File: src/verilog/memPkg.sv
// MB20 memory package
// Word, address and cycle descriptor types for the memory slave

package memPkg;

  // One 36-bit memory word
  typedef logic [35:0] tWord36;

  // Word address, low two bits index the word within a quad
  typedef logic [21:0] tMemAddr;

  // Word request mask, bit 0 is the word at the start address
  typedef logic [3:0] tRqMask;

  // Cycle captured from the bus on an accepted start
  typedef struct packed {
    logic    isWrite;
    tMemAddr adr;
    tRqMask  rq;
    logic    valid;
  } tCycleDesc;

  // One access to the word array
  typedef struct packed {
    logic    rdEn;
    logic    wrEn;
    tMemAddr addr;
    tWord36  wrData;
  } tArrayOp;

  // Address of slot k, wrapping within the aligned quad
  function automatic tMemAddr slotAddr(tMemAddr startAdr, logic [1:0] k);
    tMemAddr a;
    a = startAdr;
    a[1:0] = startAdr[1:0] + k;
    return a;
  endfunction

  // Parity bit that makes the word plus parity odd
  function automatic logic oddParity(tWord36 w);
    return ~^w;
  endfunction

endpackage
File: src/verilog/readReturn.sv
// Read return path for the MB20 memory
// Puts tagged array words on the bus with validIn and odd parity

`timescale 1ns/1ps

module readReturn
  import memPkg::*;
(
  input  logic   mbus,
  input  logic   reset,
  input  logic   readTag,
  input  tWord36 rdData,
  output logic   validIn,
  output tWord36 dIn,
  output logic   parIn
);

  // Parity of the word now leaving the array
  logic rdPar;

  always_comb begin
    rdPar = oddParity(rdData);
  end

  // Bus valid
  // One pulse per tagged word, two cycles after its ackn
  always_ff @(posedge mbus) begin
    if (reset) begin
      validIn <= 1'b0;
    end else begin
      validIn <= readTag;
    end
  end

  // Bus word and parity
  // Loaded only on tagged cycles, so back to back reads each get
  // their own word while the array already fetches the next one
  always_ff @(posedge mbus) begin
    if (readTag) begin
      dIn   <= rdData;
      parIn <= rdPar;
    end
  end

endmodule

File: config.mk
export PLATFORM = sky130hd
export DESIGN_NAME = readReturn
export DESIGN_NICKNAME = d
export VERILOG_FILES = /design/src/verilog/memPkg.sv /design/src/verilog/readReturn.sv
export SDC_FILE = /design/constraint.sdc
export NUM_CORES = 1
export LEC_CHECK = 0
export CORE_AREA = 8 8 73 88
export CTS_BUF_LIST = sky130_fd_sc_hd__clkbuf_16
export DETAILED_ROUTE_END_ITERATION = 8
export DIE_AREA = 0 0 81 96
export DONT_BUFFER_PORTS = 1
export HOLD_SLACK_MARGIN = 0.15
export MAX_ROUTING_LAYER = met4
export PLACE_DENSITY = 0.42
export SLEW_MARGIN = 0
export SYNTH_ARGS = -nofsm -noshare
export SYNTH_HDL_FRONTEND = slang
export SYNTH_SLANG_ARGS = --single-unit
File: constraint.sdc
create_clock -name mbus -period 2 [get_ports mbus]
set_input_delay 0.1 -clock mbus [delete_from_list [all_inputs] [get_ports mbus]]
set_output_delay 0.1 -clock mbus [all_outputs]
set_load 0.05 [all_outputs]
; Yosys cells after proc, flatten, opt, wreduce, memory -nomap -nowiden
; Index checks and enable logic that the tools add are counted.
[classes]
n_reduce_logical = 1
[op_table]
columns = operator, n
row1 = XNOR reduction 36 bit, 1
[word_totals]
out_inout_bits = 38
regBits = 38

; Depth between registers and ports, before layout
[logic_depth]
depth_word = 1
ltp_mapped = 5
depth_no_buf = 5

; Worst setup path before layout
; Ideal clock, no wire load.
[synth_timing]
path_type = in2reg
start = input port rdData[34]
end = register parIn (data pin)
t_arrival_ps = 1067
setup_slack_ps = 675
setup_ps = 258
required_time_ps = 1742
cell_stages = 5
path_cell_list = xnor2_1 xnor2_1 xnor2_1 xnor3_1 xnor2_1
[synth_via]
elab_chain_len = 1
[synth_rtl]
columns = item, line_no
row1 = start: declaration, readReturn.sv:12  ; input tWord36 rdData,
row2 = XNOR reduction 36 bit, memPkg.sv:41  ; return ~^w;
row3 = named net rdPar, readReturn.sv:19  ; logic rdPar;
row4 = end signal: assignment, readReturn.sv:41  ; parIn <= rdPar;
row5 = end: declaration, readReturn.sv:15  ; output logic parIn
; The timed path passes the listed nets, and every way through them passes these cells.
; A chain may end at the register's enable or synchronous reset.

; Worst setup path in the final report
[layout_timing]
start = input port rdData[12]
end = register parIn (data pin)
; Same word-level chain as after synthesis.

==> flow_summary.toml <==
[route]
drt_first_pass_iters = 4
ant_nets = 0
first_iter_violations = 55
remaining_drc_errors = 0
via_per_inst = 4.23
vias = 770
wl_per_cell_um = 18.0
wl_mm = 3.27

[timing]
slew_viol_final = 0
max_slew_margin_pct = 67.4
setup_viol = 0
finalCritPeriodShare_pct = 56.4
whs_ns = 0.170
grt_setup_unrepaired = "false"
fmax_mhz = 886
period_needed_ns = 1.13
max_slew.worst_pin.slew_ns = 0.489
tns_ns = 0
hold_viol_final = 0

[synthesis]
synthAdderAreaFrac_pct = 0
synth_top_cells_by_area = "edfxtp_1, xnor2_1, xor2_1"
synth_xor_area_share_pct = 21.5
yosysUniqueCellTypes = 6
synth_top_area_share_pct = 76.7
ys_ff_latch = 38
syn_inst = 73
synth_top_family_by_area = "XOR/XNOR gates"
yosysSeqAreaShare_pct = 78.1
synth_flop_cell = "edfxtp_1"
yosys_warnings = 0
synth_mux_area_share_pct = 0
synthesis.nets = 112
syn_area_um2 = 1450
synth_compound_area_share_pct = 0
synth_top_area_cell = "edfxtp_1"
yosys.area_share.simple_pct = 0.432
synth_edf_count = 37
synth_common_cells = "edfxtp_1, xnor2_1, xor2_1"
synth_most_common_cell = "edfxtp_1"
syn_area_per_cell_um2 = 19.8
async_flop_share_pct = 0

[setup_path]
crit_top_cell = "xnor2_1"
critPathLaunchType = "primary input"
end_kind = "flip-flop"
worstPathRequired_ns = 2.02
crit_type = "in -> reg"
cp_slowest_cell = "xnor3_1"
path_max_fanout = 2
cpPeakStageDelay_ns = 0.37
crit_chain = "xor2_1, xnor2_1, xnor2_1, xnor3_1, xnor2_1"
worstPathArrival_ns = 1.15

[pwr]
peakVddDrop_v = 0.000476
power_leakage_nw = 0.710
p_per_area_nw_per_um2 = 1100

[floorplanning]
io-pin-count = 77
start_util_pct = 28.5
die_x_um = 81
die_area_um2 = 7780
core_um2 = 5080
chipHeight_um = 96
num_rows = 29

[final_layout]
diodes = 0
final-instance-count-excl-fill = 182
nets = 158
final_area_um2 = 2060
utilization_pct = 40.6
nFillCells = 471
syn_to_final_growth_pct = 42.4
drive_above_1_share_pct = 5.00

[outcome]
status = "complete, no violations"

[placed_design]
placed_cells = 135
gp_congestion = 0.657
postPlaceCellArea_um2 = 1530
port_buffers = 0

[clock_network]
clkTransAtPathRegs_ns = 0.05
cts.repair.resized = 0
h-tree-depth = 2
clockRootBuffer = "clkbuf_16"
cts.sink_count = 38
clk_path_buf_depth = 2
cts_tree = "yes"
cts_inserted_buffers = 5

[hold_path]
holdPathStages = 1
hp-start = "readTag"
hp-class = "in -> reg"
holdPathEnd = "dIn[32]"

[global_route]
overflow = 0
grt_usage_pct = 8.72
grt_max_degree = 38
grt_pass1_vias = 917
grt_pass1_wl_mm = 4.86
antenna_found_initial = 0

[run]
cap_viol_max_count = 0
[sequential cells by signal, summed over array words and instances, names as in the netlist]
signal   flops
parIn        1
dIn         36
validIn      1
[stage by stage]
step	power (mW)	setup WS (ns)
2_1_floorplan	1.44	0.675
3_3_place_gp	1.49	0.558
3_5_place_dp	1.49	0.540
4_1_cts	2.30	0.821
5_1_grt	2.35	0.792
6_report	2.26	0.872
[how the worst max path moves through the flow]
stage	from	to	slack, ns
finish	rdData[12]	parIn	0.87
detailed placement	rdData[12]	parIn	0.54
global placement	rdData[12]	parIn	0.56
global route	rdData[9]	parIn	0.79
floorplan	rdData[34]	parIn	0.68
CTS	rdData[12]	parIn	0.82
[kinds of logic after synthesis]
kind of cell  count (synthesis)
flops                        38
simple gates                  1
xor+xnor                     34
[timing repair]
action,in CTS,in global routing
endpoints found under the hold margin,74,0
buffers inserted,0,0
hold buffers,39,0
[placed cells by master, fill, tap and decap left out]
cell           instances
edfxtp_1              37
clkbuf_16              5
dfxtp_1                1
xor2_1                 3
xnor2_1               30
inv_1                  3
buf_12                 1
nor2b_1                1
dlygate4sd3_1         38
xnor3_1                1
[metal layers]
| metal | wire length (um) | global-route usage (%) | part of all wire, % | vias up |
|---|---|---|---|---|
| li1 | - | - | - | 350 |
| met1 | 1100 | 7.87 | 34 | 376 |
| met2 | 1840 | 15.5 | 56 | 42 |
| met3 | 305 | 3.64 | 9.3 | 2 |
| met4 | 24 | 4.03 | 0.73 | 0 |
| met5 | 0 | - | 0 | - |
[worst max-delay path, delay by kind of cell]
kind	cells	cell delay, ns
XOR/XNOR	5	1.05
[area by class of cell]
type / instances / area, um^2 / area share (%)
clock buffer: 5 / 125 / 6.06
clock inverter: 3 / 11.3 / 0.546
multi-input combinational: 35 / 318 / 15.4
sequential: 38 / 1130 / 54.8
tap: 62 / 77.6 / 3.76
timing repair buffer: 39 / 400 / 19.4
[power by group]
group / switching, mW / internal, mW
logic: 0.102 / 0.188
registers: 0.278 / 0.972
clock network: 0.274 / 0.447
total: 0.653 / 1.61
Power figures use the tool's default switching activity.
