===== src/verilog/memPkg.sv =====
// MB20 memory package
// Word, address and cycle descriptor types for the memory slave

package memPkg;

  // One 36-bit memory word
  typedef logic [35:0] tWord36;

  // Word address, low two bits index the word within a quad
  typedef logic [21:0] tMemAddr;

  // Word request mask, bit 0 is the word at the start address
  typedef logic [3:0] tRqMask;

  // Cycle captured from the bus on an accepted start
  typedef struct packed {
    logic    isWrite;
    tMemAddr adr;
    tRqMask  rq;
    logic    valid;
  } tCycleDesc;

  // One access to the word array
  typedef struct packed {
    logic    rdEn;
    logic    wrEn;
    tMemAddr addr;
    tWord36  wrData;
  } tArrayOp;

  // Address of slot k, wrapping within the aligned quad
  function automatic tMemAddr slotAddr(tMemAddr startAdr, logic [1:0] k);
    tMemAddr a;
    a = startAdr;
    a[1:0] = startAdr[1:0] + k;
    return a;
  endfunction

  // Parity bit that makes the word plus parity odd
  function automatic logic oddParity(tWord36 w);
    return ~^w;
  endfunction

endpackage

===== src/verilog/wordSequencer.sv =====
// Word sequencer for the MB20 memory
// Walks the four quad slots, acknowledges requested words and
// issues reads and writes to the array

`timescale 1ns/1ps

module wordSequencer
  import memPkg::*;
(
  input  logic      mbus,
  input  logic      reset,
  input  tCycleDesc desc,
  input  tWord36    dOut,
  input  logic      validOut,
  output logic      ackn,
  output tArrayOp   op,
  output logic      readTag,
  output logic      done
);

  // Slot being handled this cycle
  logic [1:0] slot;

  // Wrapped address of the current slot
  tMemAddr curAddr;

  // Write acknowledged last cycle, waiting for validOut
  logic    pendWr;
  tMemAddr pendAddr;

  // Write commits only when the master supplies the word
  logic commitWr;

  // Read issued in the current slot
  logic issueRd;

  // Slot counter
  // Runs 0 to 3 while a descriptor is valid and wraps back to 0
  always_ff @(posedge mbus) begin
    if (reset) begin
      slot <= 2'd0;
    end else if (desc.valid) begin
      slot <= slot + 2'd1;
    end else begin
      slot <= 2'd0;
    end
  end

  always_comb begin
    curAddr = slotAddr(desc.adr, slot);
    // One ackn per set mask bit, in slot order
    ackn = desc.valid && desc.rq[slot];
    done = desc.valid && (slot == 2'd3);
    issueRd = ackn && !desc.isWrite;
    commitWr = pendWr && validOut;
  end

  // Pending write
  // The word follows ackn by one cycle, so hold the slot address
  always_ff @(posedge mbus) begin
    if (reset) begin
      pendWr <= 1'b0;
    end else begin
      pendWr <= ackn && desc.isWrite;
    end
  end

  always_ff @(posedge mbus) begin
    if (ackn) begin
      pendAddr <= curAddr;
    end
  end

  // Array port
  // A cycle is all reads or all writes, so the two never collide
  // within a cycle; the last write of a cycle lands before any
  // new slot 0 can run
  always_comb begin
    op.rdEn   = 1'b0;
    op.wrEn   = 1'b0;
    op.addr   = curAddr;
    op.wrData = dOut;
    if (commitWr) begin
      op.wrEn = 1'b1;
      op.addr = pendAddr;
    end else if (issueRd) begin
      op.rdEn = 1'b1;
    end
  end

  // Read word leaves the array one cycle after the read
  always_ff @(posedge mbus) begin
    if (reset) begin
      readTag <= 1'b0;
    end else begin
      readTag <= op.rdEn;
    end
  end

endmodule


===== config.mk =====
export PLATFORM = sky130hd
export DESIGN_NAME = wordSequencer
export DESIGN_NICKNAME = d
export VERILOG_FILES = /design/src/verilog/memPkg.sv /design/src/verilog/wordSequencer.sv
export SDC_FILE = /design/constraint.sdc
export NUM_CORES = 1
export LEC_CHECK = 0
export BUFFER_PORTS_ARGS = -buffer_cell sky130_fd_sc_hd__buf_4
export CORE_MARGIN = 5
export CORE_UTILIZATION = 30
export CTS_CLUSTER_DIAMETER = 40
export DETAILED_ROUTE_END_ITERATION = 6
export GPL_TIMING_DRIVEN = 0
export PLACE_DENSITY_LB_ADDON = 0.05
export SYNTH_ARGS = -nofsm -noshare
export SYNTH_HDL_FRONTEND = slang
export SYNTH_SLANG_ARGS = --single-unit

===== constraint.sdc =====
create_clock -name mbus -period 3.5 [get_ports mbus]
set_input_delay 0.35 -clock mbus [delete_from_list [all_inputs] [get_ports mbus]]
set_output_delay 0.35 -clock mbus [all_outputs]
set_load 0.02 [all_outputs]

# == After elaboration in Yosys (flattened, before gate mapping) ==
# Cells that the tools add are included.
# op_classes
reduce_logical,7
n_eq_ne,1
bitwise,1
n_lt_le_gt_ge,1
n_mux,5
addsub,2
# ops
operator,count
2-to-1 mux 23 bit,1
logical AND 1 bit,5
less-than comparator 2 x 3 -> 1 bit (second input constant),1
2-to-1 mux 1 bit,3
adder 2 x 1 -> 2 bit (second input constant),1
adder 2 bit,1
binary-select mux 1 bit (select 2 bit),1
== test 2 bit (second input constant),1
OR reduction 2 bit,1
logical NOT 1 bit,1
NOT 1 bit,1
# totals
in_bits,67
output_inout_bits,63
regBits,26
word_cells,21

# == Longest topological paths before layout ==
# depth
ltp_word,6
ltp_mapped,4
depth_no_buf,3

# == Least setup slack after synthesis ==
# Ideal clock, no wire load.
# synth_timing
path_kind,reg-to-reg
startpoint,register slot[0]
endpoint,"register pendAddr[0], enable pin"
setup_time_ns,0.387
arrival_time_ns,1.388
t_required_ns,3.113
path_buffers,0
stages_incl_launch_ff,3
synth_period_minus_slack_ns,1.775
setup_slack_ns,1.725
path_cell_list,dfxtp_1 > mux4_2 > and2_1
# synth_between
elab_chain_len,3
# synth_rtl
element,line_no,rtl
"start, declared",wordSequencer.sv:22,logic [1:0] slot;
"start signal, assigned",wordSequencer.sv:43,slot <= slot + 2'd1;
binary-select mux 1 bit (select 2 bit),wordSequencer.sv:52,ackn = desc.valid && desc.rq[slot];
2-to-1 mux 1 bit (not written as such),wordSequencer.sv:52,
logical AND 1 bit,wordSequencer.sv:52,
via ackn,wordSequencer.sv:15,"output logic ackn,"
"end signal, assigned",wordSequencer.sv:70,pendAddr <= curAddr;
"end, declared",wordSequencer.sv:29,tMemAddr pendAddr;
# The timed path passes the listed nets, and every way through them passes these cells. The select of a mux whose other input is x is not followed.
# A chain may end at the register's enable or synchronous reset.

# == Worst setup path after layout ==
# layout_timing
startpoint,register slot[0]
endpoint,output ackn
# layout_between
elab_chain_len,3
# layout_rtl
element,line_no
binary-select mux 1 bit (select 2 bit),wordSequencer.sv:52
2-to-1 mux 1 bit (not written as such),wordSequencer.sv:52
logical AND 1 bit,wordSequencer.sv:52
"end, declared",wordSequencer.sv:15
# Every way passes these cells. The select of a mux whose other input is x is not followed.

==> impl_metrics.py <==
metrics = {
    "status": {
        "outcome": "completed",
    },
    "timing": {
        "rsz0062_at_grt": "false",
        "worst_slack_ps": 1030,
        "timing.fmax_mhz": 405,
        "final_max_slew_viol_count": 0,
        "setup_viol": 0,
        "tightest_slew_ps": 1070,
        "finalHoldViolCount": 0,
        "slew_headroom_pct": 28.9,
        "period_share_pct": 70.5,
        "finClkSkew_ps": 2.38,
        "setup-tns-final_ps": 0,
        "finalWorstPathRequiredPeriod_ps": 2470,
    },
    "clocking": {
        "h-tree-depth": 1,
        "cts_setup_buffers": 0,
        "cts_root_buffer": "clkbuf_8",
        "clkSlewWorstSetupHoldPaths_ps": 80,
        "numCtsBuffers": 3,
        "cts_tree": "built",
        "cts_max_path_buffers": 2,
        "cts-resized-gates": 0,
        "clock-sinks": 26,
        "clk_latency_ps": 260,
        "cts_hold_buf": 0,
    },
    "placement": {
        "hpwl_um": 3010,
        "gp_congestion": 0.646,
        "dpl_cell_area_um2": 2310,
        "dp_slack_ps": 1330,
        "port_buffers": 93,
    },
    "floorplanning": {
        "die-area_um2": 6620,
        "die_w_um": 81.4,
        "coreArea_um2": 5040,
        "io_pins": 130,
        "num_rows": 26,
        "fp.dieH_um": 81.4,
        "initial_core_util_pct": 30.3,
    },
    "logic_synthesis": {
        "syn_nets": 171,
        "synth_area_per_cell_um2": 15.0,
        "synthMostInstantiatedCell": "buf_4",
        "syn_area_um2": 1530,
        "synth-async-reset-ratio_pct": 0,
        "yosys_warnings": 0,
        "synth_cell_type_count": 17,
        "ys_top_cells_by_count": "37 x buf_4, 22 x edfxtp_1, 19 x mux2_4",
        "syn_inst": 102,
        "synth_top_cell_by_area": "edfxtp_1",
        "yosys-top-cells-area": "edfxtp_1 43%, mux2_4 19%, buf_4 18%",
        "synth_edf_count": 22,
        "synth_top_flop_cell": "edfxtp_1",
        "synth.top_cell.area_share_pct": 43.2,
        "synth_seq_cells": 26,
        "synth-seq-area-share_pct": 48.5,
    },
    "critical_path": {
        "crit_arrival_ps": 2120,
        "reg2reg_depth": 2,
        "endpoint_kind": "primary output",
        "r2r_end": "pendAddr[19]$_DFFE_PN_",
        "critPathLaunchType": "flop",
        "crit_path_max_fanout": 23,
        "regToRegSetupSlack_ps": 1560,
        "r2r-start": "slot[0]$_SDFF_PP0_",
        "path_class": "flop to primary output",
        "required_ps": 3150,
    },
    "final_layout": {
        "nNetsFinal": 269,
        "design_area_um2": 2360,
        "area_delta_synth_final_pct": 54.4,
        "antennaDiodeCount": 0,
        "drive_gt1_share_pct": 81.4,
    },
    "route": {
        "top_layer": "met4",
        "antenna_left": 0,
        "initialDrtViolationCount": 23,
        "routed-wl-met2_um": 1780,
        "vias": 1051,
        "routedWlPerCell_um": 12.9,
        "via_per_inst": 3.91,
        "dr.pass1.iters": 2,
        "wl_met3_um": 476,
        "wl_um": 3460,
        "drc_errors": 0,
        "drt-met1-wl_um": 1210,
    },
    "worst_hold_path": {
        "hold_path.class": "input pin to flop",
        "holdPathStages": 1,
        "hold_end": "pendAddr[16]$_DFFE_PN_",
        "worstHoldStart": "desc[21]",
    },
    "power": {
        "irDropWorstVdd_v": 0.000273,
        "powerDensity_nw_per_um2": 319,
        "leakagePower_nw": 1.13,
    },
    "grt": {
        "first_global_vias": 1066,
        "overflow": 0,
        "grt_usage_pct": 9.08,
        "antenna_found_initial": 0,
        "grt_max_degree": 24,
        "grt_first_pass_wirelength_um": 4690,
    },
    "run": {
        "drv_cap": 0,
    },
}
[routing by layer]
metal | vias up | global-route usage, %
li1 | 515 | -
met1 | 462 | 9.62
met2 | 72 | 16.4
met3 | 2 | 4.77
met4 | 0 | 1.01
met5 | - | 0
[layout make-up]
class	count	area (um2)
Multi-Input combinational cell	36	458
Sequential cell	26	741
Buffer	40	329
Fill cell	474	2680
Clock inverter	1	3.75
Timing Repair Buffer	93	698
Clock buffer	3	41.3
Tap cell	70	87.6
[how the worst max path moves through the flow]
stage                                  to  slack, ps               start  cells past startpoint
floorplan           pendAddr[0]$_DFFE_PN_       1730  slot[0]$_SDFF_PP0_                      2
global placement                     ackn       1330  slot[0]$_SDFF_PP0_                      3
detailed placement                   ackn       1330  slot[0]$_SDFF_PP0_                      3
CTS                                  ackn       1020  slot[0]$_SDFF_PP0_                      3
global route                         ackn        910  slot[0]$_SDFF_PP0_                      3
finish                               ackn       1030  slot[0]$_SDFF_PP0_                      3
[worst max-delay path: stages, from the launching register on]
cell and delay (ps):
dfxtp_1 350, mux4_2 370, and2_1 840, buf_4 290
[where the power goes]
| part | total [mW] | internal (mW) | switching, mW |
|---|---|---|---|
| Sequential | 0.360 | 0.355 | 0.00501 |
| Clock | 0.165 | 0.0784 | 0.0864 |
| Combinational | 0.226 | 0.127 | 0.0997 |
[state kept, by name, summed over array words and instances (netlist names)]
signal / flops
pendAddr: 22
slot: 2
pendWr: 1
readTag: 1
[cells by family (layout without fill, tap and decap cells)]
kind of cell	count (synthesis)	count (layout)	share of synthesized area, %
AND/OR/NAND/NOR	9	9	4.10
flip-flops	26	26	48.5
AO/OA/AOI/OAI	1	1	0.327
adder cells (fa/ha/maj)	2	2	1.64
buffers and inverters	40	137	21.5
multiplexers	23	23	22.4
XOR/XNOR	1	1	1.56
[layout by cell type, fill, tap and decap left out]
cell type,count
and2b_2,1
buf_4,130
xor3_1,1
and3_1,2
ha_1,2
a21oi_1,1
clkbuf_8,3
edfxtp_1,22
dfxtp_1,4
and3_2,1
mux4_2,1
mux2_2,3
buf_12,2
nor2b_1,1
mux2_4,19
and2_1,3
and2_4,1
buf_6,1
clkinv_1,1
[through the flow]
stage	total power, mW	utilization [%]	hold slack, ps	cells
2_1_floorplan	0.498	-	449	102
3_3_place_gp	0.594	45.9	537	265
3_5_place_dp	0.597	45.9	539	265
4_1_cts	0.766	46.8	256	269
5_1_grt	0.789	46.8	248	269
6_report	0.752	46.8	266	269
(Power assumes the default switching activity.)
