**src/verilog/memPkg.sv**
```systemverilog
// MB20 memory package
// Word, address and cycle descriptor types for the memory slave

package memPkg;

  // One 36-bit memory word
  typedef logic [35:0] tWord36;

  // Word address, low two bits index the word within a quad
  typedef logic [21:0] tMemAddr;

  // Word request mask, bit 0 is the word at the start address
  typedef logic [3:0] tRqMask;

  // Cycle captured from the bus on an accepted start
  typedef struct packed {
    logic    isWrite;
    tMemAddr adr;
    tRqMask  rq;
    logic    valid;
  } tCycleDesc;

  // One access to the word array
  typedef struct packed {
    logic    rdEn;
    logic    wrEn;
    tMemAddr addr;
    tWord36  wrData;
  } tArrayOp;

  // Address of slot k, wrapping within the aligned quad
  function automatic tMemAddr slotAddr(tMemAddr startAdr, logic [1:0] k);
    tMemAddr a;
    a = startAdr;
    a[1:0] = startAdr[1:0] + k;
    return a;
  endfunction

  // Parity bit that makes the word plus parity odd
  function automatic logic oddParity(tWord36 w);
    return ~^w;
  endfunction

endpackage
```
**src/verilog/cycleDecode.sv**
```systemverilog
// Start decode for the MB20 memory
// Captures a qualified start into a cycle descriptor, held until done

`timescale 1ns/1ps

module cycleDecode
  import memPkg::*;
(
  input  logic      mbus,
  input  logic      reset,
  input  logic      start,
  input  logic      rdRq,
  input  logic      wrRq,
  input  tRqMask    rq,
  input  tMemAddr   adr,
  input  logic      done,
  output tCycleDesc desc
);

  // Exactly one qualifier must go with start
  logic qualOk;

  // Start taken only while no cycle is running
  logic accept;

  // Descriptor fields held for the whole cycle
  logic    isWriteQ;
  tMemAddr adrQ;
  tRqMask  rqQ;
  logic    validQ;

  always_comb begin
    qualOk = rdRq ^ wrRq;
    accept = start && qualOk && !validQ;
  end

  // Busy flag
  // Set on accept, cleared when the sequencer finishes slot 3
  always_ff @(posedge mbus) begin
    if (reset) begin
      validQ <= 1'b0;
    end else if (accept) begin
      validQ <= 1'b1;
    end else if (done) begin
      validQ <= 1'b0;
    end
  end

  // Qualifier, address and mask captured with the start
  always_ff @(posedge mbus) begin
    if (accept) begin
      isWriteQ <= wrRq;
      adrQ     <= adr;
      rqQ      <= rq;
    end
  end

  always_comb begin
    desc.isWrite = isWriteQ;
    desc.adr     = adrQ;
    desc.rq      = rqQ;
    desc.valid   = validQ;
  end

endmodule

```
**config.mk**
```make
export PLATFORM = sky130hd
export DESIGN_NAME = cycleDecode
export DESIGN_NICKNAME = d
export VERILOG_FILES = /design/src/verilog/memPkg.sv /design/src/verilog/cycleDecode.sv
export SDC_FILE = /design/constraint.sdc
export NUM_CORES = 1
export LEC_CHECK = 0
export ABC_CLOCK_PERIOD_IN_PS = 2600
export BUFFER_PORTS_ARGS = -buffer_cell sky130_fd_sc_hd__buf_4
export CAP_MARGIN = 20
export CORE_MARGIN = 4
export CORE_UTILIZATION = 35
export DETAILED_ROUTE_END_ITERATION = 8
export HOLD_SLACK_MARGIN = 0.15
export PLACE_DENSITY = 0.76
export SYNTH_ARGS = -nofsm -noshare
export SYNTH_HDL_FRONTEND = slang
export SYNTH_SLANG_ARGS = --single-unit
```
**constraint.sdc**
```tcl
create_clock -name mbus -period 2.6 [get_ports mbus]
set_input_delay 0.26 -clock mbus [delete_from_list [all_inputs] [get_ports mbus]]
set_output_delay 0.26 -clock mbus [all_outputs]
set_load 0.01 [all_outputs]
```
# After elaboration in Yosys (flattened, before gate mapping)
# Cells that the tools add are included.
# W data, S select, Z words.
classes:
  mux: 2
  bitwise_logic: 1
  reduce_logical: 4
op_table:
  columns: ["op", "n"]
  rows:
  - ["$logic_and A1 B1 Y1", 2]
  - ["$mux W1", 2]
  - ["$reduce_bool A2 Y1", 1]
  - ["$logic_not A1 Y1", 1]
  - ["$xor A1 B1 Y1", 1]
totals:
  ff_bits: 28
  input_bits: 32
  output_inout_bits: 28
  word_cells: 11

# Depth between registers and ports, before layout
# Gate-level depths: netlist of the first run.
logic_depth:
  ltp_word: 4
  mapped_depth: 2
  ltp_nobuf: 2

# Worst setup path after synthesis of the first run
# No wires, ideal clock.
synth_path:
  kind: "input to register"
  startpoint: "in rdRq"
  endpoint: "reg adrQ[0], enable pin"
  setup_time_ps: 445
  arrival_ps: 2258
  required_ps: 2155
  setup_slack_ps: -103
  path_stages: 2
  n_path_buf: 0
  cell_sequence: "xnor2_1 nor3_1"
synth_between:
  elab_chain_len: 3
synth_rtl:
  columns: ["element", "line_no", "text"]
  rows:
  - ["from (decl)", "cycleDecode.sv:12", "input logic rdRq,"]
  - ["$xor A1 B1 Y1", "cycleDecode.sv:33", "qualOk = rdRq ^ wrRq;"]
  - ["$logic_and A1 B1 Y1 (2 in series)", "cycleDecode.sv:34", "accept = start && qualOk && !validQ;"]
  - ["via accept", "cycleDecode.sv:24", "logic accept;"]
  - ["to (signal assigned)", "cycleDecode.sv:53", "adrQ <= adr;"]
  - ["to (decl)", "cycleDecode.sv:28", "tMemAddr adrQ;"]
# The timed path passes the listed nets, and every way through them passes these cells.
# A chain may end at the register's enable or synchronous reset.

# Worst setup path in the final report of the first run
layout_path:
  startpoint: "in wrRq"
  endpoint: "reg adrQ[21], enable pin"
layout_between:
  elab_chain_len: 3
layout_rtl:
  columns: ["element", "line_no", "text"]
  rows:
  - ["from (decl)", "cycleDecode.sv:13", "input logic wrRq,"]
  - ["$xor A1 B1 Y1", "cycleDecode.sv:33", null]
  - ["$logic_and A1 B1 Y1 (2 in series)", "cycleDecode.sv:34", null]
  - ["via accept", "cycleDecode.sv:24", null]
# The timed path passes the listed nets, and every way through them passes these cells.

==> reports/metrics.csv, run 1 <==
stage;metric;value;unit
placement;DP HPWL;1.54;mm
clock_tree;clk sinks;28;
synth;dominant synthesized flop cell;edfxtp_1;
synth;Synth cell types;8;
floorplan;Initial Utilization;0.383;
critical_path;CP startpoint kind;primary input;
sta;normalized max-slew margin;0.680;
sta;final setup vio count;0;
detailed_routing;Pre-antenna DRT Iters;3;
clock_tree;clk root buf;clkbuf_4;
sta;setup TNS;0;ns
floorplan;width of the chip;58.2;um
floorplan;I/O Pins;60;
sta;RSZ-0062 raised after global routing;false;
critical_path;CP arrival;1.85;ns
critical_path;Setup CP Type;in2reg;
synth;leading post-synthesis cells by cell area;edfxtp_1, dfxtp_1, buf_4;
critical_path;critical path required time;2.61;ns
clock_tree;TritonCTS clock tree;yes;
sta;FMAX;544;MHz
detailed_routing;Routed Antenna Nets;0;
sta;final hold slack;0.217;ns
synth;Yosys top cell by area;edfxtp_1;
clock_tree;latest clock arrival within the worst-skew pair;0.30;ns
synth;FF+latch count, synth;28;
critical_path;crit path max fanout;18;
detailed_routing;Vias/cell;4.33;
detailed_routing;DRC;0;
sta;final-report max-slew violation count;0;
synth;share of Yosys cell area claimed by the top area cell type;0.920;
critical_path;worst-case reg-to-reg path depth;2;
sta;Worst Tran Pin Value;0.478;ns
floorplan;Site Rows;17;
synth;Synth top cells by count;edfxtp_1, buf_4;
placement;post-place instance area;1360;um^2
min_path;Hold Path Class;in2reg;
flow_run;max-cap violations;0;
clock_tree;CTS Buf Count;3;
sta;Layout Skew;0.00162;ns
detailed_routing;drt initial violations;11;
power_and_ir_drop;LEAKAGE;0.695;nW
global_route;Total GRT Usage;0.150;
sta;Final Hold Viols;0;
global_route;vias in the first global route;721;
sta;final critical-path share of the clock period;0.707;
final_layout;share of cells above drive strength 1;0.512;
outcome;status;completed;
final_layout;Area Overhead vs Synth;89.5;%
synth;Syn Area/Cell;25.2;um^2
synth;count leader, synth;edfxtp_1;
final_layout;n_diodes;0;
detailed_routing;Vias;662;
floorplan;Placeable Area;2300;um^2
global_route;gr ovfl total;0;
final_layout;Finished Cell Area;1670;um^2
clock_tree;Clock Path Buffers;2;
synth;Synth Instances;35;
detailed_routing;DR WL/cell;15.2;um
global_route;first-pass GRT wire length;3.62;mm
synth;Yosys warnings;0;
synth;Post-synth EDFFs;27;
sta;minimum clock period;1.84;ns
global_route;antenna violations before repair;0;
placement;PortBufs;59;
synth;FFs w/ async S/R, synth;0;
clock_tree;H-tree Lvls;1;
placement;GPL Wtd Cong;0.737;
synth;register area share after synthesis;0.943;
synth;Post-Syn Area;881;um^2
power_and_ir_drop;power per cell area;506;nW/um^2
synth;syn nets;67;
detailed_routing;Post-Route WL;2.32;mm
final_layout;Final #Nets;158;
sta;final worst setup slack;0.761;ns
final_layout;# fillers;153;
floorplan;height of the die;58.2;um
placement;Place WS;0.983;ns
critical_path;Critical Path End Type;flop;
floorplan;die area;3380;um^2
min_path;hold depth;3;
power_and_ir_drop;Max VDD drop;0.364;mV
clock_tree;Clock transition at path regs;0.13;ns
global_route;pin count of the biggest net entering global routing;19;
-- repair_timing --
action                    CTS  global route
resized for setup           0             0
buffers inserted            0             0
hold endpoints to repair   28             0
hold buffers               28             0
-- cell families (layout without fill, tap and decap cells) --
family          Yosys count  in the layout  synth area share
compound gates            1              1           0.00994
simple gates              2              2            0.0156
buf+inv                   3             93            0.0213
xor+xnor                  1              1           0.00994
flops                    28             28             0.943
-- stage by stage --
stage          utilization  cells  power, W
3_3_place_gp         0.593    121  0.000649
6_report             0.727    153  0.000844
4_1_cts              0.727    153  0.000856
2_1_floorplan            -     35  0.000575
3_5_place_dp         0.593    121  0.000653
5_1_grt              0.727    153  0.000889
-- worst paths after layout --
check                      start                  end  slack [ns]
min                         done  validQ$_SDFFE_PP0P_        0.22
min reg2reg  validQ$_SDFFE_PP0P_  validQ$_SDFFE_PP0P_        0.58
max                         wrRq   adrQ[21]$_DFFE_PP_        0.76
max reg2reg  validQ$_SDFFE_PP0P_   adrQ[21]$_DFFE_PP_        1.13
-- critical path: stages --
cell and delay, ns:
dlygate4sd3_1 0.54, buf_4 0.14, xnor2_1 0.16, nor3_4 0.40, buf_4 0.35
-- layout by cell type, fill, tap and decap left out, drive strengths merged --
cell / n
buf: 60
clkbuf: 4
dfxtp: 1
dlygate4sd3: 28
edfxtp: 27
inv: 1
nor3: 1
o41ai: 1
or3b: 1
xnor2: 1
-- layout make-up --
type / instances / area, um^2 / share of cell area
timing repair buffer: 88 / 731 / 0.438
inverter: 1 / 3.75 / 0.00225
tap: 28 / 35.0 / 0.0210
multi-input combinational: 4 / 42.5 / 0.0255
clock buffer: 4 / 26.3 / 0.0157
sequential: 28 / 831 / 0.498
-- power breakdown --
part	switching, W	internal [W]
logic	0.0000527	0.0000890
clock network	0.000107	0.0000598
registers	0.00000922	0.000527
-- per-layer routing --
layer  vias to the layer above  GRT usage  share of wire
met2                        38      0.258           0.52
met1                       306      0.167           0.35
met3                         4     0.0490           0.11
li1                        314          -              -
met5                         -          0              0
met4                         0     0.0728          0.019
-- state kept, by name, indices dropped and copies added (netlist names) --
register and flops:
adrQ 22, isWriteQ 1, rqQ 4, validQ 1
Power figures use the tool's default switching activity.
==> inputs of run 2 (changes only) <==
Settings changed: ABC_AREA from default to 1, ABC_CLOCK_PERIOD_IN_PS 2600 to 1850, CORE_UTILIZATION 35 to 40, PLACE_DENSITY 0.76 to 0.81.
Clock period 2.6 ns to 1.85 ns, I/O delays scaled along.
==> reports/metrics.csv, run 2 <==
stage;metric;value;unit
synth;syn nets;73;
sta;minimum clock period;1.47;ns
power_and_ir_drop;Max VDD drop;0.645;mV
detailed_routing;DR WL/cell;15.7;um
placement;GPL Wtd Cong;0.738;
sta;Final Hold Viols;0;
synth;Synth Instances;41;
final_layout;n_diodes;0;
detailed_routing;Post-Route WL;2.50;mm
critical_path;Setup CP Type;in2reg;
detailed_routing;DRC;0;
sta;Worst Tran Pin Value;0.323;ns
synth;Yosys top cell by area;edfxtp_1;
clock_tree;H-tree Lvls;1;
critical_path;register-to-register setup slack;0.53;ns
synth;Synth top cells by count;edfxtp_1, inv_1, nand2_1;
global_route;Total GRT Usage;0.165;
sta;final critical-path share of the clock period;0.792;
clock_tree;clk sinks;28;
critical_path;critical path required time;1.89;ns
final_layout;commonest non-fill, non-tap cell in the layout;buf_4;
detailed_routing;drt initial violations;18;
detailed_routing;Pre-antenna DRT Iters;4;
final_layout;Area Overhead vs Synth;89.7;%
critical_path;CP cell instances;dlygate4sd3_1, buf_4, nand2_1, nand3_2, inv_1, buf_12;
synth;register area share after synthesis;0.922;
critical_path;CP arrival;1.50;ns
sta;final hold slack;0.451;ns
final_layout;highest-count cells in the layout ignoring fill and taps;buf_4, dlygate4sd3_1, edfxtp_1, inv_1;
synth;dominant synthesized flop cell;edfxtp_1;
clock_tree;post-CTS setup buffer count;0;
critical_path;worst-case reg-to-reg path depth;4;
critical_path;critical path depth;6;
clock_tree;latest clock arrival within the worst-skew pair;0.31;ns
detailed_routing;Routed Antenna Nets;0;
critical_path;delay-heaviest family, CP;buffers and inverters;
sta;Layout Skew;0.00417;ns
synth;Post-Syn Area;901;um^2
synth;Syn Area/Cell;22.0;um^2
clock_tree;clk root buf;clkbuf_4;
detailed_routing;Vias/cell;4.41;
synth;FF+latch count, synth;28;
final_layout;max reg flops;22;
sta;FMAX;682;MHz
placement;DP HPWL;1.56;mm
critical_path;CP startpoint kind;primary input;
critical_path;slowest cell delay on critical path;0.54;ns
clock_tree;Clock Path Buffers;2;
global_route;gr ovfl total;0;
critical_path;critical path's slowest cell;dlygate4sd3_1;
floorplan;die area;3080;um^2
synth;share of Yosys cell area claimed by the top area cell type;0.900;
final_layout;Biggest register;adrQ;
sta;final setup vio count;0;
floorplan;height of the die;55.5;um
min_path;hold depth;4;
sta;setup TNS;0;ns
final_layout;share of cells above drive strength 1;0.508;
global_route;pin count of the biggest net entering global routing;21;
sta;normalized max-slew margin;0.784;
synth;FFs w/ async S/R, synth;0;
min_path;Hold Path Class;in2reg;
floorplan;width of the chip;55.5;um
synth;count leader, synth;edfxtp_1;
sta;RSZ-0062 raised after global routing;false;
clock_tree;Clock transition at path regs;0.13;ns
detailed_routing;Vias;701;
clock_tree;TritonCTS clock tree;yes;
floorplan;Placeable Area;2040;um^2
final_layout;Final #Nets;165;
global_route;first-pass GRT wire length;3.95;mm
sta;final-report max-slew violation count;0;
synth;leading post-synthesis cells by cell area;edfxtp_1, dfxtp_1, inv_1;
flow_run;max-cap violations;0;
synth;Yosys warnings;0;
clock_tree;CTS Buf Count;3;
clock_tree;count of cells resized by post-cts repair;0;
global_route;antenna violations before repair;0;
placement;PortBufs;59;
floorplan;Initial Utilization;0.441;
global_route;vias in the first global route;756;
floorplan;I/O Pins;60;
critical_path;Critical Path End Type;flop;
critical_path;crit path max fanout;20;
synth;Post-synth EDFFs;27;
final_layout;largest registers;adrQ: 22 flops, rqQ: 4 flops;
power_and_ir_drop;LEAKAGE;0.740;nW
synth;Synth cell types;8;
critical_path;Buffers & Inverters on Critical Path;4;
outcome;status;completed;
floorplan;Site Rows;16;
power_and_ir_drop;power per cell area;718;nW/um^2
==> run 2: cells by family (layout without fill, tap and decap cells) <==
family | count (synthesis) | count (layout) | share of synthesized area
AND/OR/NAND/NOR | 5 | 5 | 0.0306
AO/OA/AOI/OAI | 1 | 1 | 0.00972
flip-flops | 28 | 28 | 0.922
buffers and inverters | 7 | 98 | 0.0375
==> run 2: repair_timing <==
item	4_1_cts	5_1_grt
endpoints found under the setup margin	0	0
endpoints found under the hold margin	28	0
hold buffers	29	0
==> run 2: through the flow <==
stage               utilization  std cells  setup slack [ns]  total power [W]  instance area (um^2)
floorplan                     -         41             0.428         0.000802                   901
global placement          0.677        126             0.589         0.000905                  1380
detailed placement        0.677        126             0.535         0.000910                  1380
CTS                       0.837        159             0.381          0.00123                  1710
global route              0.837        159             0.343          0.00128                  1710
finish                    0.837        159             0.384          0.00123                  1710
==> run 2: cell type report <==
class,instances,area [um^2]
Tap cell,27,33.8
Timing Repair Buffer,89,753
Clock buffer,4,36.3
Sequential cell,28,831
Fill cell,110,333
Multi-Input combinational cell,6,36.3
Inverter,5,18.8
==> run 2: worst reg2reg max path, cell delays in order (launching register included) <==
cell and delay [ns]:
dfxtp_1 0.36, nor2_2 0.12, nand3_2 0.09, inv_1 0.27, buf_12 0.21
==> run 2: routing by layer <==
| layer | global-route usage | part of all wire | vias up |
|---|---|---|---|
| li1 | - | - | 329 |
| met1 | 0.199 | 0.40 | 331 |
| met2 | 0.292 | 0.52 | 41 |
| met3 | 0.0606 | 0.088 | 0 |
| met4 | 0.0104 | 0 | 0 |
| met5 | 0 | 0 | - |
==> run 2: final timing paths <==
kind	end	startpoint
worst max-delay path	rqQ[2]$_DFFE_PP_	wrRq
worst min-delay path	adrQ[15]$_DFFE_PP_	rdRq
worst max register to register	rqQ[2]$_DFFE_PP_	validQ$_SDFFE_PP0P_
worst min register to register	adrQ[15]$_DFFE_PP_	validQ$_SDFFE_PP0P_
==> run 2: power breakdown <==
part	switching, W	total [W]	leakage (nW)	internal [W]
clock	0.000156	0.000276	0.0210	0.000120
sequential	0.0000126	0.000749	0.261	0.000737
combinational	0.0000738	0.000201	0.458	0.000127
==> inputs of run 3 (changes only) <==
Settings changed: ABC_CLOCK_PERIOD_IN_PS 1850 to 1500.
Clock period 1.85 ns to 1.5 ns, I/O delays scaled along.
==> reports/metrics.csv, run 3 (synthesis results as in run 2) <==
stage;metric;value;unit
sta;setup TNS;0;ns
critical_path;CP startpoint;wrRq;
clock_tree;CTS Buf Count;3;
detailed_routing;Vias/cell;4.42;
final_layout;largest registers;adrQ: 22 flops, rqQ: 4 flops;
sta;FMAX;716;MHz
floorplan;width of the chip;55.5;um
critical_path;reg2reg start;validQ$_SDFFE_PP0P_;
global_route;vias in the first global route;766;
critical_path;Buffers & Inverters on Critical Path;4;
outcome;status;completed;
clock_tree;TritonCTS clock tree;yes;
critical_path;register-to-register setup slack;0.23;ns
detailed_routing;Pre-antenna DRT Iters;4;
sta;normalized max-slew margin;0.866;
sta;final worst setup slack;0.103;ns
sta;minimum clock period;1.40;ns
placement;DP HPWL;1.46;mm
final_layout;area of the multi-input gates;36.3;um^2
final_layout;Final #Nets;166;
critical_path;Critical Path End Type;flop;
placement;PortBufs;59;
final_layout;commonest non-fill, non-tap cell in the layout;buf_4;
clock_tree;clk sinks;28;
final_layout;highest-count cells in the layout ignoring fill and taps;buf_4, dlygate4sd3_1, edfxtp_1, inv_1;
critical_path;critical path required time;1.72;ns
placement;Place WS;0.367;ns
clock_tree;clk root buf;clkbuf_4;
sta;Layout Skew;0.00194;ns
detailed_routing;DR WL/cell;17.0;um
detailed_routing;Post-Route WL;2.72;mm
critical_path;slowest cell delay on critical path;0.55;ns
critical_path;most used cell, CP;dlygate4sd3_1;
clock_tree;count of cells resized by post-cts repair;0;
floorplan;I/O Pins;60;
global_route;antenna violations before repair;0;
global_route;gr ovfl total;0;
sta;final critical-path share of the clock period;0.931;
final_layout;Area Overhead vs Synth;88.1;%
sta;final-report max-slew violation count;0;
critical_path;critical path's slowest cell;dlygate4sd3_1;
floorplan;Placeable Area;2040;um^2
power_and_ir_drop;power per cell area;872;nW/um^2
final_layout;max reg flops;22;
detailed_routing;drt initial violations;14;
clock_tree;Clock Path Buffers;2;
critical_path;CP startpoint kind;primary input;
min_path;Hold Path Class;in2reg;
power_and_ir_drop;Max VDD drop;0.847;mV
detailed_routing;Routed Antenna Nets;0;
global_route;pin count of the biggest net entering global routing;17;
detailed_routing;Vias;707;
sta;Final Hold Viols;0;
floorplan;Initial Utilization;0.441;
final_layout;Biggest register;adrQ;
sta;RSZ-0062 raised after global routing;false;
clock_tree;latest clock arrival within the worst-skew pair;0.31;ns
critical_path;Setup CP Type;in2reg;
floorplan;height of the die;55.5;um
sta;Worst Tran Pin Value;0.200;ns
critical_path;CP arrival;1.61;ns
floorplan;die area;3080;um^2
final_layout;Storage cell area;831;um^2
detailed_routing;DRC;0;
clock_tree;Clock transition at path regs;0.14;ns
flow_run;max-cap violations;0;
global_route;Total GRT Usage;0.192;
global_route;first-pass GRT wire length;4.35;mm
final_layout;# fillers;110;
power_and_ir_drop;LEAKAGE;0.736;nW
critical_path;delay-heaviest family, CP;buffers and inverters;
sta;final setup vio count;0;
clock_tree;H-tree Lvls;1;
critical_path;CP cell instances;dlygate4sd3_1, buf_4, inv_1, nand2_1, nand3_2, a21oi_2, dlygate4sd3_1;
floorplan;Site Rows;16;
final_layout;n_diodes;0;
final_layout;share of cells above drive strength 1;0.504;
min_path;Hold Path Origin;rdRq;
sta;final hold slack;0.450;ns
critical_path;crit path max fanout;3;
placement;GPL Wtd Cong;0.734;
==> run 3: routing by layer <==
metal,track usage,wire (um),vias up
li1,-,-,331
met1,0.205,984,335
met2,0.360,1520,41
met3,0.0676,209,0
met4,0.0417,0,0
met5,0,0,-
==> run 3: worst register-to-register path, delay by kind of cell, from the launching register on <==
family | cells | cell delay (ns)
AOI/OAI and AO/OA | 1 | 0.12
buffers and inverters | 1 | 0.56
DFF | 1 | 0.35
and+or+nand+nor | 2 | 0.20
==> run 3: final cells by class <==
class	count	area share
clock buffers	4	0.0155
repair buffers	90	0.442
flip-flops and latches	28	0.490
well taps	27	0.0199
inverters	5	0.0111
multi-input cells	6	0.0214
==> run 3: report_power, final <==
| group | total [W] | leakage [nW] | switching, W | internal (W) |
|---|---|---|---|---|
| clock network | 0.000307 | 0.0150 | 0.000203 | 0.000104 |
| registers | 0.000923 | 0.261 | 0.0000144 | 0.000908 |
| logic | 0.000248 | 0.459 | 0.0000935 | 0.000155 |
| total | 0.00148 | 0.736 | 0.000311 | 0.00117 |
==> run 3: repair_timing <==
action	4_1_cts	5_1_grt
setup endpoints to repair	0	0
buffers inserted	0	0
hold endpoints to repair	28	0
hold buffers	29	0
==> run 3: path summary, 6_finish.rpt <==
kind         cells past startpoint             endpoint
min reg2reg                      4    adrQ[0]$_DFFE_PP_
min                              5    adrQ[0]$_DFFE_PP_
max reg2reg                      4  validQ$_SDFFE_PP0P_
max                              7  validQ$_SDFFE_PP0P_
==> run 3: metrics by stage <==
stage	std cells	total power (W)	area, um^2	utilization
after global placement	127	0.00111	1380	0.675
after global routing	160	0.00154	1690	0.830
after detailed placement	127	0.00112	1380	0.675
final	160	0.00148	1690	0.830
after floorplan	41	0.000989	901	-
after CTS	160	0.00147	1690	0.830
